**src/cache_macros.svh**
```systemverilog
`ifndef CACHE_MACROS_SVH
`define CACHE_MACROS_SVH

// Associativity
`define CACHE_WAYS_W 1
`define CACHE_WAYS (1 << `CACHE_WAYS_W)

// Lanes kept few so tests can force conflicts
`define CACHE_LANES_W 2
`define CACHE_LANES (1 << `CACHE_LANES_W)

// Four 32-bit words per line, 16 bytes
`define CACHE_OFFSET_W 2
`define CACHE_WORDS (1 << `CACHE_OFFSET_W)

// Byte address and what remains for the tag
`define CACHE_ADDR_W 32
`define CACHE_TAG_W (`CACHE_ADDR_W - `CACHE_LANES_W - `CACHE_OFFSET_W - 2)

`endif

```
**src/cache_pkg.sv**
```systemverilog
`include "cache_macros.svh"

package cache_pkg;

    // Address split for storage indexing
    typedef struct packed {
        logic [`CACHE_TAG_W-1:0]    tag;
        logic [`CACHE_LANES_W-1:0]  lane;
        logic [`CACHE_OFFSET_W-1:0] offset;
        logic [1:0]                 inword;
    } cache_addr_s;

    // Raw view for the bus, field view for the arrays
    typedef union packed {
        logic [`CACHE_ADDR_W-1:0] raw;
        cache_addr_s              fields;
    } cache_addr_u;

    typedef enum logic [2:0] {
        IDLE,
        LOOKUP,
        WRITEBACK,
        REFILL,
        FLUSH_SCAN,
        FLUSH_WRITE
    } cache_state_e;

endpackage

```
**src/storage_if.sv**
```systemverilog
`timescale 1ns/1ns
`include "cache_macros.svh"

interface storage_if;
    import cache_pkg::*;

    // Lookup, result valid one cycle later
    logic                         lookup;
    cache_addr_u                  lookup_addr;
    // Way for writes, line reads and victim report
    logic [`CACHE_WAYS_W-1:0]     way;
    // Byte-masked word write
    logic                         data_we;
    logic [`CACHE_LANES_W-1:0]    wr_lane;
    logic [`CACHE_OFFSET_W-1:0]   wr_offset;
    logic [31:0]                  wr_data;
    logic [3:0]                   wr_mask;
    // Line state updates
    logic                         tag_we;
    logic                         valid_set;
    logic                         dirty_set;
    logic                         line_clear;
    // Read address when no lookup is issued
    logic [`CACHE_LANES_W-1:0]    rd_lane;
    logic [`CACHE_OFFSET_W-1:0]   rd_offset;
    // Results from storage
    logic                         hit;
    logic [`CACHE_WAYS_W-1:0]     hit_way;
    logic [31:0]                  rd_data;
    logic                         victim_dirty;
    logic [`CACHE_TAG_W-1:0]      victim_tag;

    modport control (
        output lookup, lookup_addr, way, data_we, wr_lane, wr_offset, wr_data, wr_mask,
        output tag_we, valid_set, dirty_set, line_clear, rd_lane, rd_offset,
        input  hit, hit_way, rd_data, victim_dirty, victim_tag
    );

    modport storage (
        input  lookup, lookup_addr, way, data_we, wr_lane, wr_offset, wr_data, wr_mask,
        input  tag_we, valid_set, dirty_set, line_clear, rd_lane, rd_offset,
        output hit, hit_way, rd_data, victim_dirty, victim_tag
    );

endinterface

```
**src/burst_counter.sv**
```systemverilog
`timescale 1ns/1ns
`include "cache_macros.svh"

module burst_counter (
    input  logic                        clk,
    input  logic                        rst_n,
    input  logic                        start,
    input  logic                        step,
    input  logic                        sweep,
    output logic [`CACHE_OFFSET_W-1:0]  count,
    output logic                        last,
    output logic [`CACHE_LANES_W-1:0]   sweep_lane,
    output logic [`CACHE_WAYS_W-1:0]    sweep_way
);
    localparam int PAIR_W = `CACHE_WAYS_W + `CACHE_LANES_W;
    localparam int CNT_W = PAIR_W + `CACHE_OFFSET_W;

    // Way and lane on top, word index at the bottom
    logic [CNT_W-1:0] cnt;
    logic             started;

    always_ff @(posedge clk) begin
        if (!rst_n) begin
            cnt <= '0;
            started <= 1'b0;
        end else if (start) begin
            started <= 1'b1;
            // Sweep start rewinds everything, burst start only the word
            if (sweep) begin
                cnt <= '0;
            end else begin
                cnt[`CACHE_OFFSET_W-1:0] <= '0;
            end
        end else if (step) begin
            if (sweep) begin
                cnt[CNT_W-1:`CACHE_OFFSET_W] <= cnt[CNT_W-1:`CACHE_OFFSET_W] + 1'b1;
            end else begin
                cnt[`CACHE_OFFSET_W-1:0] <= cnt[`CACHE_OFFSET_W-1:0] + 1'b1;
            end
        end
    end

    assign count = cnt[`CACHE_OFFSET_W-1:0];
    assign sweep_lane = cnt[`CACHE_OFFSET_W +: `CACHE_LANES_W];
    assign sweep_way = cnt[CNT_W-1 -: `CACHE_WAYS_W];
    // Final pair in sweep mode, final beat otherwise
    assign last = sweep ? &cnt[CNT_W-1:`CACHE_OFFSET_W] : &count;

    a_step_started: assert property (@(posedge clk) disable iff (!rst_n)
        step |-> started);

endmodule

```
**src/cache_storage.sv**
```systemverilog
`timescale 1ns/1ns
`include "cache_macros.svh"

module cache_storage (
    input  logic        clk,
    input  logic        rst_n,
    storage_if.storage  sif
);
    localparam int IDX_W = `CACHE_LANES_W + `CACHE_OFFSET_W;

    // Arrays per way
    logic [31:0]                data_mem [`CACHE_WAYS][1 << IDX_W];
    logic [`CACHE_TAG_W-1:0]    tag_mem [`CACHE_WAYS][`CACHE_LANES];
    logic [`CACHE_LANES-1:0]    valid [`CACHE_WAYS];
    logic [`CACHE_LANES-1:0]    dirty [`CACHE_WAYS];

    // Registered read of all ways
    logic [31:0]                data_q [`CACHE_WAYS];
    logic [`CACHE_TAG_W-1:0]    tag_q [`CACHE_WAYS];
    logic [`CACHE_WAYS-1:0]     valid_q;
    logic [`CACHE_WAYS-1:0]     dirty_q;
    logic [`CACHE_TAG_W-1:0]    cmp_tag_q;
    logic [`CACHE_WAYS_W-1:0]   way_q;
    logic                       lookup_q;

    logic [`CACHE_WAYS-1:0]     hit_vec;
    logic [`CACHE_WAYS_W-1:0]   sel_way;
    logic [`CACHE_LANES_W-1:0]  rd_lane;
    logic [IDX_W-1:0]           rd_idx;
    logic [IDX_W-1:0]           wr_idx;

    // Lookup address wins over the line read address
    always_comb begin
        if (sif.lookup) begin
            rd_lane = sif.lookup_addr.fields.lane;
            rd_idx = {sif.lookup_addr.fields.lane, sif.lookup_addr.fields.offset};
        end else begin
            rd_lane = sif.rd_lane;
            rd_idx = {sif.rd_lane, sif.rd_offset};
        end
        wr_idx = {sif.wr_lane, sif.wr_offset};
    end

    always_ff @(posedge clk) begin
        for (int w = 0; w < `CACHE_WAYS; w++) begin
            data_q[w] <= data_mem[w][rd_idx];
            tag_q[w] <= tag_mem[w][rd_lane];
        end
        cmp_tag_q <= sif.lookup_addr.fields.tag;
        way_q <= sif.way;
        // Only masked bytes change
        if (sif.data_we) begin
            for (int b = 0; b < 4; b++) begin
                if (sif.wr_mask[b]) begin
                    data_mem[sif.way][wr_idx][8*b +: 8] <= sif.wr_data[8*b +: 8];
                end
            end
        end
        if (sif.tag_we) begin
            tag_mem[sif.way][sif.wr_lane] <= sif.lookup_addr.fields.tag;
        end
    end

    always_ff @(posedge clk) begin
        if (!rst_n) begin
            for (int w = 0; w < `CACHE_WAYS; w++) begin
                valid[w] <= '0;
                dirty[w] <= '0;
            end
            valid_q <= '0;
            dirty_q <= '0;
            lookup_q <= 1'b0;
        end else begin
            lookup_q <= sif.lookup;
            for (int w = 0; w < `CACHE_WAYS; w++) begin
                valid_q[w] <= valid[w][rd_lane];
                dirty_q[w] <= dirty[w][rd_lane];
            end
            if (sif.line_clear) begin
                valid[sif.way][sif.wr_lane] <= 1'b0;
                dirty[sif.way][sif.wr_lane] <= 1'b0;
            end
            // Freshly refilled line starts clean
            if (sif.valid_set) begin
                valid[sif.way][sif.wr_lane] <= 1'b1;
                dirty[sif.way][sif.wr_lane] <= 1'b0;
            end
            if (sif.dirty_set) begin
                dirty[sif.way][sif.wr_lane] <= 1'b1;
            end
        end
    end

    always_comb begin
        sif.hit_way = '0;
        for (int w = 0; w < `CACHE_WAYS; w++) begin
            hit_vec[w] = valid_q[w] && (tag_q[w] == cmp_tag_q);
            if (hit_vec[w]) begin
                sif.hit_way = w[`CACHE_WAYS_W-1:0];
            end
        end
        // Compare means something only right after a lookup
        sif.hit = lookup_q && |hit_vec;
        sel_way = sif.hit ? sif.hit_way : way_q;
        sif.rd_data = data_q[sel_way];
        sif.victim_dirty = valid_q[way_q] && dirty_q[way_q];
        sif.victim_tag = tag_q[way_q];
    end

    a_hit_onehot: assert property (@(posedge clk) disable iff (!rst_n)
        lookup_q |-> $onehot0(hit_vec));

endmodule

```
**src/cache_control.sv**
```systemverilog
`timescale 1ns/1ns
`include "cache_macros.svh"

module cache_control (
    input  logic                        clk,
    input  logic                        rst_n,
    // Core port
    input  logic [`CACHE_ADDR_W-1:0]    c_address,
    input  logic                        c_load,
    input  logic                        c_store,
    input  logic [31:0]                 c_store_data,
    input  logic [3:0]                  c_byteenable,
    output logic [31:0]                 c_load_data,
    output logic                        c_wait,
    output logic                        c_done,
    input  logic                        c_flush,
    output logic                        c_flushing,
    output logic                        c_flush_done,
    // Burst memory port
    output logic [`CACHE_ADDR_W-1:0]    m_address,
    output logic [`CACHE_OFFSET_W:0]    m_burstcount,
    output logic                        m_read,
    output logic                        m_write,
    output logic [31:0]                 m_writedata,
    input  logic                        m_waitrequest,
    input  logic [31:0]                 m_readdata,
    input  logic                        m_readdatavalid,
    // Storage arrays
    storage_if.control                  sif,
    // Burst and sweep counter
    output logic                        start,
    output logic                        step,
    output logic                        sweep,
    input  logic [`CACHE_OFFSET_W-1:0]  count,
    input  logic                        last,
    input  logic [`CACHE_LANES_W-1:0]   sweep_lane,
    input  logic [`CACHE_WAYS_W-1:0]    sweep_way
);
    import cache_pkg::*;

    cache_state_e               state;
    // Latched core request
    cache_addr_u                req_addr;
    logic                       req_store;
    logic [31:0]                req_data;
    logic [3:0]                 req_mask;
    // Line being written back, and refill start
    cache_addr_u                wb_addr;
    cache_addr_u                line_addr;
    // Round-robin victim
    logic [`CACHE_WAYS_W-1:0]   rr_way;
    // Refill command already taken by memory
    logic                       read_acc;
    // Second flush scan cycle where line state is readable
    logic                       scan_rd;
    logic                       accept;
    logic                       flush_ph;
    logic                       wr_beat;
    logic [`CACHE_LANES_W-1:0]  line_lane;

    always_comb begin
        // Requests ignored while a done pulse is out
        accept = !c_done && !c_flush_done;
        flush_ph = (state == FLUSH_SCAN) || (state == FLUSH_WRITE);
        wr_beat = m_write && !m_waitrequest;
        line_lane = flush_ph ? sweep_lane : req_addr.fields.lane;
        line_addr = req_addr;
        line_addr.fields.offset = '0;
        line_addr.fields.inword = '0;

        // Flush wins over a load or store
        sif.lookup = (state == IDLE) && accept && !c_flush && (c_load || c_store);
        sif.lookup_addr.raw = (state == IDLE) ? c_address : req_addr.raw;
        if (flush_ph) begin
            sif.way = sweep_way;
        end else if ((state == LOOKUP) && sif.hit) begin
            sif.way = sif.hit_way;
        end else begin
            sif.way = rr_way;
        end
        sif.rd_lane = line_lane;
        sif.wr_lane = line_lane;
        // Read one word ahead so write data is ready when a beat is taken
        if ((state == WRITEBACK) || (state == FLUSH_WRITE)) begin
            sif.rd_offset = count + (`CACHE_OFFSET_W)'(wr_beat);
        end else begin
            sif.rd_offset = '0;
        end
        sif.wr_offset = (state == REFILL) ? count : req_addr.fields.offset;
        sif.wr_data = (state == REFILL) ? m_readdata : req_data;
        sif.wr_mask = (state == REFILL) ? 4'hf : req_mask;
        sif.dirty_set = (state == LOOKUP) && sif.hit && req_store;
        sif.data_we = sif.dirty_set || ((state == REFILL) && m_readdatavalid);
        // Last refill word makes the line valid and clean
        sif.tag_we = (state == REFILL) && m_readdatavalid && last;
        sif.valid_set = sif.tag_we;
        sif.line_clear = ((state == FLUSH_SCAN) && scan_rd && !sif.victim_dirty) ||
                         ((state == FLUSH_WRITE) && wr_beat && last);

        // Counter walks pairs in scan and words elsewhere
        sweep = (state == IDLE) || (state == FLUSH_SCAN);
        start = ((state == IDLE) && accept && c_flush) || ((state == LOOKUP) && !sif.hit);
        step = wr_beat || ((state == REFILL) && m_readdatavalid) ||
               ((state == FLUSH_SCAN) && scan_rd && !sif.victim_dirty && !last);

        m_read = (state == REFILL) && !read_acc;
        m_write = (state == WRITEBACK) || (state == FLUSH_WRITE);
        m_address = (state == REFILL) ? line_addr.raw : wb_addr.raw;
        m_burstcount = (`CACHE_OFFSET_W + 1)'(`CACHE_WORDS);
        m_writedata = sif.rd_data;

        c_wait = (c_load || c_store) && !c_done;
        c_flushing = c_flush && !c_flush_done;
    end

    always_ff @(posedge clk) begin
        if (!rst_n) begin
            state <= IDLE;
            rr_way <= '0;
            read_acc <= 1'b0;
            scan_rd <= 1'b0;
            c_done <= 1'b0;
            c_flush_done <= 1'b0;
        end else begin
            c_done <= 1'b0;
            c_flush_done <= 1'b0;
            read_acc <= (state == REFILL) && (read_acc || (m_read && !m_waitrequest));
            case (state)
                IDLE: begin
                    if (accept && c_flush) begin
                        scan_rd <= 1'b0;
                        state <= FLUSH_SCAN;
                    end else if (sif.lookup) begin
                        state <= LOOKUP;
                    end
                end
                LOOKUP: begin
                    if (sif.hit) begin
                        c_done <= 1'b1;
                        state <= IDLE;
                    end else if (sif.victim_dirty) begin
                        state <= WRITEBACK;
                    end else begin
                        state <= REFILL;
                    end
                end
                WRITEBACK: begin
                    if (wr_beat && last) begin
                        state <= REFILL;
                    end
                end
                REFILL: begin
                    // Held request looks up again in IDLE and hits
                    if (m_readdatavalid && last) begin
                        rr_way <= rr_way + 1'b1;
                        state <= IDLE;
                    end
                end
                FLUSH_SCAN: begin
                    scan_rd <= !scan_rd;
                    if (scan_rd && sif.victim_dirty) begin
                        state <= FLUSH_WRITE;
                    end else if (scan_rd && last) begin
                        c_flush_done <= 1'b1;
                        state <= IDLE;
                    end
                end
                FLUSH_WRITE: begin
                    // Rescan the now clean pair before moving on
                    if (wr_beat && last) begin
                        state <= FLUSH_SCAN;
                    end
                end
                default: state <= IDLE;
            endcase
        end
    end

    always_ff @(posedge clk) begin
        if (sif.lookup) begin
            req_addr.raw <= c_address;
            req_store <= c_store;
            req_data <= c_store_data;
            req_mask <= c_byteenable;
        end
        if ((state == LOOKUP) && sif.hit && !req_store) begin
            c_load_data <= sif.rd_data;
        end
        // Victim tag is valid on a miss and in the second scan cycle
        if ((state == LOOKUP) || ((state == FLUSH_SCAN) && scan_rd)) begin
            wb_addr.fields.tag <= sif.victim_tag;
            wb_addr.fields.lane <= line_lane;
            wb_addr.fields.offset <= '0;
            wb_addr.fields.inword <= '0;
        end
    end

    // Memory stall holds the read command and its address
    a_read_hold: assert property (@(posedge clk) disable iff (!rst_n)
        (m_read && m_waitrequest) |=> (m_read && $stable(m_address)));
    // Memory stall holds the whole write beat
    a_write_hold: assert property (@(posedge clk) disable iff (!rst_n)
        (m_write && m_waitrequest) |=>
        (m_write && $stable(m_address) && $stable(m_writedata)));
    // Read words come only for an accepted refill
    a_data_expected: assert property (@(posedge clk) disable iff (!rst_n)
        m_readdatavalid |-> ((state == REFILL) && read_acc));

endmodule

```
**src/cache_top.sv**
```systemverilog
`timescale 1ns/1ns
`include "cache_macros.svh"

module cache_top (
    input  logic                        clk,
    input  logic                        rst_n,
    // Core side
    input  logic [`CACHE_ADDR_W-1:0]    c_address,
    input  logic                        c_load,
    input  logic                        c_store,
    input  logic [31:0]                 c_store_data,
    input  logic [3:0]                  c_byteenable,
    output logic [31:0]                 c_load_data,
    output logic                        c_wait,
    output logic                        c_done,
    input  logic                        c_flush,
    output logic                        c_flushing,
    output logic                        c_flush_done,
    // Memory side
    output logic [`CACHE_ADDR_W-1:0]    m_address,
    output logic [`CACHE_OFFSET_W:0]    m_burstcount,
    output logic                        m_read,
    output logic                        m_write,
    output logic [31:0]                 m_writedata,
    input  logic                        m_waitrequest,
    input  logic [31:0]                 m_readdata,
    input  logic                        m_readdatavalid
);
    // Counter steering
    logic                       start;
    logic                       step;
    logic                       sweep;
    logic [`CACHE_OFFSET_W-1:0] count;
    logic                       last;
    logic [`CACHE_LANES_W-1:0]  sweep_lane;
    logic [`CACHE_WAYS_W-1:0]   sweep_way;

    storage_if sif ();

    cache_control control_i (
        .clk            (clk),
        .rst_n          (rst_n),
        .c_address      (c_address),
        .c_load         (c_load),
        .c_store        (c_store),
        .c_store_data   (c_store_data),
        .c_byteenable   (c_byteenable),
        .c_load_data    (c_load_data),
        .c_wait         (c_wait),
        .c_done         (c_done),
        .c_flush        (c_flush),
        .c_flushing     (c_flushing),
        .c_flush_done   (c_flush_done),
        .m_address      (m_address),
        .m_burstcount   (m_burstcount),
        .m_read         (m_read),
        .m_write        (m_write),
        .m_writedata    (m_writedata),
        .m_waitrequest  (m_waitrequest),
        .m_readdata     (m_readdata),
        .m_readdatavalid(m_readdatavalid),
        .sif            (sif.control),
        .start          (start),
        .step           (step),
        .sweep          (sweep),
        .count          (count),
        .last           (last),
        .sweep_lane     (sweep_lane),
        .sweep_way      (sweep_way)
    );

    burst_counter counter_i (
        .clk        (clk),
        .rst_n      (rst_n),
        .start      (start),
        .step       (step),
        .sweep      (sweep),
        .count      (count),
        .last       (last),
        .sweep_lane (sweep_lane),
        .sweep_way  (sweep_way)
    );

    cache_storage storage_i (
        .clk    (clk),
        .rst_n  (rst_n),
        .sif    (sif.storage)
    );

endmodule

```
**config.mk**
```make
export PLATFORM = sky130hd
export DESIGN_NAME = cache_top
export DESIGN_NICKNAME = d
export VERILOG_FILES = /design/src/cache_pkg.sv /design/src/storage_if.sv /design/src/burst_counter.sv /design/src/cache_storage.sv /design/src/cache_control.sv /design/src/cache_top.sv
export VERILOG_INCLUDE_DIRS = /design/src /design/src/src
export SDC_FILE = /design/constraint.sdc
export NUM_CORES = 2
export LEC_CHECK = 0
export BUFFER_PORTS_ARGS = -buffer_cell sky130_fd_sc_hd__buf_2
export CAP_MARGIN = 20
export CORE_MARGIN = 10
export CORE_UTILIZATION = 66
export DETAILED_ROUTE_END_ITERATION = 8
export PLACE_DENSITY = 0.84
export SYNTH_ARGS = -nofsm -noshare
export SYNTH_HDL_FRONTEND = slang
export SYNTH_HIERARCHICAL = 1
export SYNTH_SLANG_ARGS = --single-unit
```
**constraint.sdc**
```tcl
create_clock -name clk -period 19.5 [get_ports clk]
set_input_delay 1.95 -clock clk [delete_from_list [all_inputs] [get_ports clk]]
set_output_delay 1.95 -clock clk [all_outputs]
set_load 0.02 [all_outputs]
```
======== Yosys cells after proc, flatten, opt, wreduce, memory -nomap -nowiden ========
Memories as Yosys holds them, arrays and structs flattened. A register that Yosys moved wholly into a read port is not among the register bits.
Cells that the tools add are included.
storage, ports and cells
  bits in writable memories ............... 1364
  memories kept ........................... 6
  input port bits ......................... 107
  output and inout port bits .............. 105
  register bits ........................... 174
memories
  name                words  width  read ports  clocked after memory_dff  write ports  line                 source
  storage_i.data_mem  2      512    2           0                         1            cache_storage.sv:12  logic [31:0] data_mem [`CACHE_WAYS][1 << IDX_W];
  storage_i.tag_mem   2      104    2           0                         1            cache_storage.sv:13  logic [`CACHE_TAG_W-1:0] tag_mem [`CACHE_WAYS][`CACHE_LANES];
  storage_i.data_q    2      32     1           0                         2            cache_storage.sv:18  logic [31:0] data_q [`CACHE_WAYS];
  storage_i.tag_q     2      26     3           1                         2            cache_storage.sv:19  logic [`CACHE_TAG_W-1:0] tag_q [`CACHE_WAYS];
  storage_i.dirty     2      4      2           0                         2            cache_storage.sv:15  logic [`CACHE_LANES-1:0] dirty [`CACHE_WAYS];
  storage_i.valid     2      4      2           0                         2            cache_storage.sv:14  logic [`CACHE_LANES-1:0] valid [`CACHE_WAYS];
operators by class
  muxes and demuxes ....................... 1646
  bitwise operators ....................... 1555
  $add $sub $neg .......................... 4
  magnitude comparators ................... 10
  equal/unequal tests ..................... 13
  reductions and logical operators ........ 71
operator list
  cell                number
  $mux 512            4
  $mux 1              1583
  $or 1x1->1          1548
  $demux 32 s4        4
  $bmux 32 s4         2
  $mux 32             8
  $mux 26             5
  $bmux 26 s2         2
  $mux 104            1
  $demux 26 s2        1
  $eq 26x26->1        2
  $mux 4              9
  $logic_and 1x1->1   34
  $mux 3              10
  $mux 24             1
  $pmux 3 s6          1
  $mux 16             1
  $reduce_and 2->1    6
  $logic_or 1x1->1    11
  $ge 5x5->1 const B  2
  $logic_not 1->1     10
  $mux 2              5
  $mux 5              2
  $not 4->5           2
  other kinds (29)    45

======== Logic depth before layout (Yosys ltp) ========
  depth in word-level cells ............... 13
  mapped depth ............................ 15
  mapped depth without buffers ............ 13

======== Hierarchy ========
The synthesis kept the hierarchy.
modules (own cells, without submodules)
  module         times used  area each (sq um)  cells an instance  seq. area each (sq um)
  cache_storage  1           52203.8            2518               40438.8
  cache_control  1           6082.1             503                4033.9
  burst_counter  1           246.5              26                 100.1

======== Worst setup path after synthesis ========
Ideal clock, no wire load.
  kind .................................... input to register
  from .................................... input c_flush
  to ...................................... memory storage_i.data_q[0][26]
  path buffers ............................ 3
  required time ........................... 19364 ps
  arrival time ............................ 11933 ps
  slack ................................... 7431 ps
  stages on the path ...................... 9
  setup time .............................. 136 ps
  cells stage by stage .................... nor4b_1 > buf_2 > mux2i_1 > buf_2 > buf_2 > mux4_2 > and2_1 > a211oi_1 > a31oi_1
RTL lines
  what         line                 source
  from (decl)  cache_top.sv:16      input logic c_flush,
  to (decl)    cache_storage.sv:18

==> metrics <==
CTS H-tree lvls 4; Slew headroom 0.150; Final nets 3376; # resized after CTS 0; initial core utilization 0.663; CTS tree yes; Switch Pwr 2.86 mW; Crit path arrival time 7.16 ns; drt initial violations 4945; GPL Wtd Cong 0.817; row count 109; clk slew on worst S/H paths 0.07 ns; Combinational Power Share 0.250; Worst path slowest cell buf_4; # port buffers 202; Syn Std Cell Area 58400 sq um; Syn Inst Count 3043; via count 31500; area delta synth->final 12.7%; drt total wl 149000 microns; drt wl/cell 32.7 microns; slowest stage delay, CP 0.92 ns; DRT antenna net count 0; final worst path period need 6.61 ns; Flop pwr share 0.443; die height 318 microns; CP Class in2reg; initial antenna violation count 3; Max clock buf depth 3; final hold slack 0.501 ns; Sw Share 0.302; P per Cell Area 144 nW/um^2; Req. time, crit path 20.05 ns; RSZ-0062 raised after global routing no; Vias/cell 6.93; Slew Limit Fails 0; Setup Buffers After CTS 0; Hold WC Path Type reg2reg; Clock Sinks 1536; CTS Root Cell clkbuf_16; global-route wire length before repair 210000 microns; Hold Fails Final Rpt 0; DRT Pass-1 Iters 6; worst-margin pin slew 1.27 ns; core footprint 88100 sq um; f_max 0.151 GHz; Post-Syn Area per Cell 19.2 sq um; DRC viols 0; final clock skew 0.0331 ns; final core occ 0.747; total chip power 9.49 mW; All-Layer GR Usage 0.278; crit path capture type register; hold buffers post-CTS 0; die area 101000 sq um; maximum number of pins on one net before global-route repair 119; clock latency at the later pin of the worst-skew pair 0.77 ns; layout cells sized above 1 0.272; grt ovf 0; outcome finished clean; final instance area 65800 sq um; vias in the first global route 31900; Num CTS Buffers 143; Post-DP HPWL 77100 microns; # setup viols final 0; Lkg Pwr 22.0 nW; Max-Cap Viols 0; IO Count 212; P_int 6.63 mW; critical path cell sequence buf_2 -> o21bai_1 -> nor4b_2 -> buf_4 -> mux2i_4 -> buf_4 -> buf_12 -> buf_4 -> mux4_2 -> and2_1 -> a211oi_1 -> a31oi_1; period utilisation layout 0.339; Area after DPL 60300 sq um; yosys warns 6; critical path fanouts, max 118; worst vdd ir 188 uV; most used cell, CP buf_4; startpoint types input port; die span in x 318 microns; r2r setup slk 13.02 ns; clock network power share 0.307; final setup TNS 0 ns
-- metrics by stage --
step,cells,setup slack (ns)
floorplan,3048,7.66
global placement,4257,12.22
detailed placement,4260,12.09
CTS,4524,12.91
global route,4550,12.53
finish,4553,12.89
-- placed cells by master (no fill, tap or decap), drive strengths merged, types with 2 or more instances in the layout --
master / count
clkbuf: 195
buf: 268
and3: 2
mux2i: 7
a21oi: 4
nand4: 11
a211oi: 64
dfxtp: 161
diode: 4
nor2b: 12
nand3b: 3
o21a: 2
nor3: 6
or2: 7
clkinv: 47
nand2b: 11
or3b: 2
xor2: 9
nor2: 164
and2: 72
bufinv: 15
xnor2: 46
mux2: 94
a31oi: 65
edfxtp: 1375
o21ai: 19
ha: 4
mux4: 312
nand3: 21
conb: 7
nor4: 4
inv: 11
o31ai: 2
nand2: 346
-- routing by layer --
layer  share of wire  global-route usage  routed length, microns
met1            0.34               0.363                   50500
met2            0.50               0.458                   74700
met3            0.11              0.0570                   16800
met4           0.048               0.114                    7170
met5         0.00016                   0                      24
-- registers in the layout (all words and copies together), names as in the netlist, 2 cells and up --
signal,flops
storage_i/data_mem,1024
storage_i/tag_mem,208
storage_i/data_q,64
storage_i/tag_q,52
control_i/c_load_data,32
control_i/req_data,32
control_i/req_addr,30
control_i/wb_addr,28
storage_i/cmp_tag_q,26
storage_i/dirty,8
storage_i/valid,8
counter_i/cnt,5
control_i/req_mask,4
control_i/state,3
storage_i/dirty_q,2
storage_i/valid_q,2
-- cell type report --
cell class                 count  area [sq um]
clock inverter                69           817
inverter                       5          18.8
antenna                        4          10.0
tap                         1165          1460
clock buffer                 195          4030
multi-input combinational   1311         13000
fill                        4443         22300
sequential                  1536         44500
timing repair buffer         268          2040
-- power groups by stage --
stage	Clock (mW)	Combinational (mW)	Sequential [mW]
2_1_floorplan	0	1.56	4.21
3_3_place_gp	0	2.09	4.26
3_5_place_dp	0	2.18	4.27
4_1_cts	2.90	2.23	4.21
5_1_grt	3.04	2.48	4.22
6_report	2.91	2.37	4.21
-- critical path, delay by kind of cell --
family                 cells  cell delay, ns
AO/OA/AOI/OAI              3            0.76
multiplexers               2            1.00
buffers and inverters      5            2.83
AND/OR/NAND/NOR            2            0.47
-- path summary, 6_finish.rpt --
path	from	end	cells past startpoint
min reg2reg	counter_i/cnt[4]$_SDFFE_PN0P_	counter_i/cnt[4]$_SDFFE_PN0P_	2
max	c_store	storage_i/data_q[0][15]$_DFF_P_	12
min	counter_i/cnt[4]$_SDFFE_PN0P_	counter_i/cnt[4]$_SDFFE_PN0P_	2
max reg2reg	control_i/state[2]$_SDFFE_PN0P_	storage_i/data_q[0][15]$_DFF_P_	12
No activity file was read; power rests on OpenSTA's default activity.
